File: src/hdl/gcu_pkg.sv
// gp9001 tile controller definitions
package gcu_pkg;

    // bus and tile ram widths
    localparam int DATA_W       = 16;
    localparam int PTR_W        = 13;
    localparam int LAYER_ADDR_W = 11;
    localparam int LAYER_NUM_W  = PTR_W - LAYER_ADDR_W;
    localparam int POS_W        = 13;
    localparam int MAX_LAYERS   = 3;

    // register select
    localparam int                   REG_NUM_W    = 8;
    localparam logic [REG_NUM_W-1:0] REG_SEL_MASK = 8'h8F;
    localparam logic [REG_NUM_W-1:0] REG_SEL_NONE = 8'hFF;
    localparam int                   REG_FLIP_BIT = 7;

    // scroll registers sit at base + 2*layer + axis, bg x first and text y last
    localparam logic [3:0] REG_SCROLL_BASE = 4'h0;

    // tile ram pointer, flat for arithmetic or split for layer routing
    typedef union packed {
        logic [PTR_W-1:0] flat;
        struct packed {
            logic [LAYER_NUM_W-1:0]  layer;
            logic [LAYER_ADDR_W-1:0] offset;
        } fields;
    } vram_ptr_u;

    // x offsets per layer, bg / fg / text
    localparam logic signed [POS_W-1:0] X_OFFS_NORMAL [MAX_LAYERS] = '{
        -13'sh1D6, -13'sh1D8, -13'sh1DA
    };
    localparam logic signed [POS_W-1:0] X_OFFS_FLIPPED [MAX_LAYERS] = '{
        -13'sh229, -13'sh227, -13'sh225
    };

    // y offsets are the same on every layer
    localparam logic signed [POS_W-1:0] Y_OFFS_NORMAL [MAX_LAYERS] = '{
        -13'sh1EF, -13'sh1EF, -13'sh1EF
    };
    localparam logic signed [POS_W-1:0] Y_OFFS_FLIPPED [MAX_LAYERS] = '{
        -13'sh210, -13'sh210, -13'sh210
    };

endpackage

File: src/hdl/scroll_position.sv
// effective scroll positions
`timescale 1ns/1ps

module scroll_position
    import gcu_pkg::*;
#(
    parameter int NUM_LAYERS = MAX_LAYERS
) (
    input  logic                                    CLK96,
    input  logic                                    RESET96,
    input  logic [NUM_LAYERS-1:0][DATA_W-1:0]       scroll_x,
    input  logic [NUM_LAYERS-1:0][DATA_W-1:0]       scroll_y,
    input  logic [NUM_LAYERS-1:0]                   flip_x,
    input  logic [NUM_LAYERS-1:0]                   flip_y,
    output logic signed [NUM_LAYERS-1:0][POS_W-1:0] pos_x,
    output logic signed [NUM_LAYERS-1:0][POS_W-1:0] pos_y
);

    // sums wrap at 13 bits, the upper scroll bits are dropped
    always_ff @(posedge CLK96 or posedge RESET96) begin
        if (RESET96) begin
            for (int i = 0; i < NUM_LAYERS; i++) begin
                pos_x[i] <= X_OFFS_NORMAL[i];
                pos_y[i] <= Y_OFFS_NORMAL[i];
            end
        end else begin
            for (int i = 0; i < NUM_LAYERS; i++) begin
                pos_x[i] <= scroll_x[i][POS_W-1:0] +
                            (flip_x[i] ? X_OFFS_FLIPPED[i] : X_OFFS_NORMAL[i]);
                pos_y[i] <= scroll_y[i][POS_W-1:0] +
                            (flip_y[i] ? Y_OFFS_FLIPPED[i] : Y_OFFS_NORMAL[i]);
            end
        end
    end

endmodule

File: config.mk
export PLATFORM = sky130hd
export DESIGN_NAME = scroll_position
export DESIGN_NICKNAME = d
export VERILOG_FILES = /design/src/hdl/gcu_pkg.sv /design/src/hdl/scroll_position.sv
export SDC_FILE = /design/constraint.sdc
export NUM_CORES = 1
export LEC_CHECK = 0
export ABC_AREA = 1
export BUFFER_PORTS_ARGS = -buffer_cell sky130_fd_sc_hd__buf_4
export CORE_UTILIZATION = 28
export CTS_CLUSTER_SIZE = 40
export DETAILED_ROUTE_END_ITERATION = 12
export GPL_TIMING_DRIVEN = 0
export PLACE_DENSITY = 0.49
export SYNTH_ARGS = -nofsm -noshare
export SYNTH_HDL_FRONTEND = slang
export SYNTH_SLANG_ARGS = --single-unit
export TNS_END_PERCENT = 5
File: constraint.sdc
create_clock -name CLK96 -period 4.7 [get_ports CLK96]
set_input_delay 0.235 -clock CLK96 [delete_from_list [all_inputs] [get_ports CLK96]]
set_output_delay 0.235 -clock CLK96 [all_outputs]
set_load 0.02 [all_outputs]
==> impl_results.md <==
* Logic pwr share at a little under a third
* Met1 Use GR at 20.8%
* Total track usage at around 15%
* Final min period at about 1.2 ns
* CP required at about 4.5 ns
* Vias at 4845
* Hold_ws at 0.0549 ns
* Vias in the first global route at 4624
* Final GP Congestion at 0.855
* Met3 Use GR at 3.61%
* Clock sinks at 78
* CP max stage cell: dfstp_2
* CTS Buf Count at 9
* Slew HR at slightly below 80%
* Port Buf Inserts at 163
* Startpoint Class: register
* Net switching power at ~760 uW
* CP Cell Sequence: buf_4
* Setup violators final at 0
* Global-route wire length before repair at approximately 23000 um
* Buffers & Inverters on Critical Path at 1
* Status: finished clean
* CP Capture Type: primary output
* Hold path endpoint: pos_x[16]
* Final period utilization at between 20% and 30%
* CP max stage delay at 0.54 ns
* Net Sw Frac at around 32%
* Commonest non-fill, non-tap cell in the layout: nand2_1
* Total power at ~2300 uW
* Fmax at 807 MHz
* Detailed placement HPWL at 11200 um
* Delay-heaviest family, CP: flip-flops
* P&R area growth vs syn at 35.4%
* Placed insts at around 1100
* Static Leakage at slightly below 0.004 uW
* Grt peak-use layer: met2
* Register area share after synthesis at 37.7%
* CP Class: reg -> out
* Pin count of the biggest net entering global routing at 59
* Syn_area_per_cell at ~7.4 sq um
* Worst VDD drop at ~180 uV
* Overflow after GRT at 0
* Max-cap viol count at 0
* Core ar. at between 15000 and 20000 sq um
* Routed WL at between 10000 and 15000 um
* RSZ-0062 raised after global routing: false
* Tightest Pin Transition at about 0.32 ns
* Non-Filler Instances at 1131
* Share of layout cells above drive strength 1 at between 20% and 30%
* Internal power at around 1600 uW
* Hold Crit Depth at 2
* Die Height at around 140 um
* TNS Setup at 0 ns
* Mapped Cells at ~720
* Die Area at between 15000 and 20000 sq um
* Sequential fraction of design power at 35.3%
* Die width at roughly 140 um
* Drt wl/cell at about 12 um
* Final hold violation count at 0
* Commonest non-fill, non-tap cells in the layout: nand2_1, buf_4, inv_1, nor2_1, nand3_1
* Starting Density at ~29%
* Initial antenna violation count at 0
* Hold_sp: scroll_x[19]
* Post-DRT Antenna Nets at 0
* CP arrival at 1.00 ns
* Vias per cell at approximately 4.3
* Syn Nets at between 800 and 900
* First-pass DRT Iterations at 4
* H-tree levels at 3
* 1st-iter DRT viols at 235
* Reg clk slew, reported paths at 0.06 ns
* Netlist cell types at 27
* Root buf cell: clkbuf_16
* Cell row count at 49
* Hold Path Class: in -> reg
* Io pins at approximately 180
* Worst-path maximum fanout at 1
* Synth Register Bits at about 80
* CTS Buffer Depth at 2
* Clock power frac at approximately 33%
* Final slew viol count at 0
* NumNets Final at roughly 1100
* DR DRC count at 0
* CTS tree: done
* Pwr Density at ~330 nW/um^2
* Netlist Area Pre-Place at 5300 sq um
* Fillers at a little under 2000
* GRT met2 Usage at about 22%
* Yosys warnings at 0
* Antenna cells at 0
-- worst max-delay path by stage --
stage	slack, ns	end	depth (start not counted)	start
floorplan	2.53	pos_x[0]	1	RESET96
global placement	1.22	pos_y[1]	2	RESET96
detailed placement	3.08	pos_y[23]	12	flip_y[1]
CTS	3.44	pos_x[3]	1	pos_x[3]
global route	3.30	pos_y[34]	8	flip_y[2]
finish	3.46	pos_x[3]	1	pos_x[3]
-- stage by stage --
step           cell area (sq um)  setup WS [ns]  util (%)
2_1_floorplan               5300           2.53         -
3_3_place_gp                6810           1.22      37.3
3_5_place_dp                6840           3.08      37.4
4_1_cts                     7180           3.44      39.3
5_1_grt                     7180           3.30      39.3
6_report                    7180           3.46      39.3
-- cell usage after synthesis (all sizes together) --
| library cell | number | share of area, % |
|---|---|---|
| nand3b | 3 | 0.42 |
| xnor2 | 3 | 0.50 |
| ha | 49 | 12 |
| nand3 | 54 | 5.3 |
| dfrtp | 40 | 19 |
| xor2 | 33 | 5.5 |
| or2 | 2 | 0.24 |
| dfstp | 38 | 19 |
| nor2 | 68 | 5.1 |
| nand4 | 17 | 2.0 |
| a31oi | 3 | 0.35 |
| inv | 112 | 7.9 |
| o21ai | 7 | 0.73 |
| nand2 | 258 | 19 |
| a21oi | 21 | 2.0 |
| buf | 2 | 0.19 |
| o21bai | 6 | 0.99 |
| nor3 | 5 | 0.66 |
-- state kept, by name (all words and copies together) (netlist names) --
| register | flops |
|---|---|
| pos_y | 39 |
| pos_x | 39 |
-- power by group through the flow --
| stage | logic (uW) | clock network [uW] | registers [uW] |
|---|---|---|---|
| after detailed placement | 747 | 0 | 834 |
| after CTS | 750 | 810 | 824 |
| after floorplan | 308 | 0 | 964 |
| final | 739 | 772 | 823 |
| after global routing | 821 | 842 | 833 |
| after global placement | 744 | 0 | 834 |
-- repair_timing --
action / CTS / global route
hold buffers: 1 / 0
endpoints found under the hold margin: 11 / 0
setup buffers: 0 / 0
resized for setup: 0 / 0
-- final cells by class --
cell class	instances	area, sq um	area share [%]
Clock inverter	6	85.1	1.19
Tap cell	229	287	3.99
Sequential cell	78	2000	27.9
Clock buffer	10	239	3.33
Timing Repair Buffer	165	1260	17.6
Buffer	2	10.0	0.139
Inverter	112	423	5.89
Multi-Input combinational cell	529	2870	40.0
-- routing by layer --
layer	share of wire, %	wire length, um
met1	51	7040
met2	43	5840
met3	5.3	722
met4	0.94	129
met5	0	0
-- cell families after synthesis --
logic type	count (synthesis)	share of synthesized area, %
AOI/OAI and AO/OA	37	4.06
xor gates and xnor gates	36	5.95
adders and majority gates	49	11.6
buffers and inverters	114	8.12
DFF	78	37.7
and+or+nand+nor	407	32.6
Note: power is estimated with default switching activity, not from simulation.
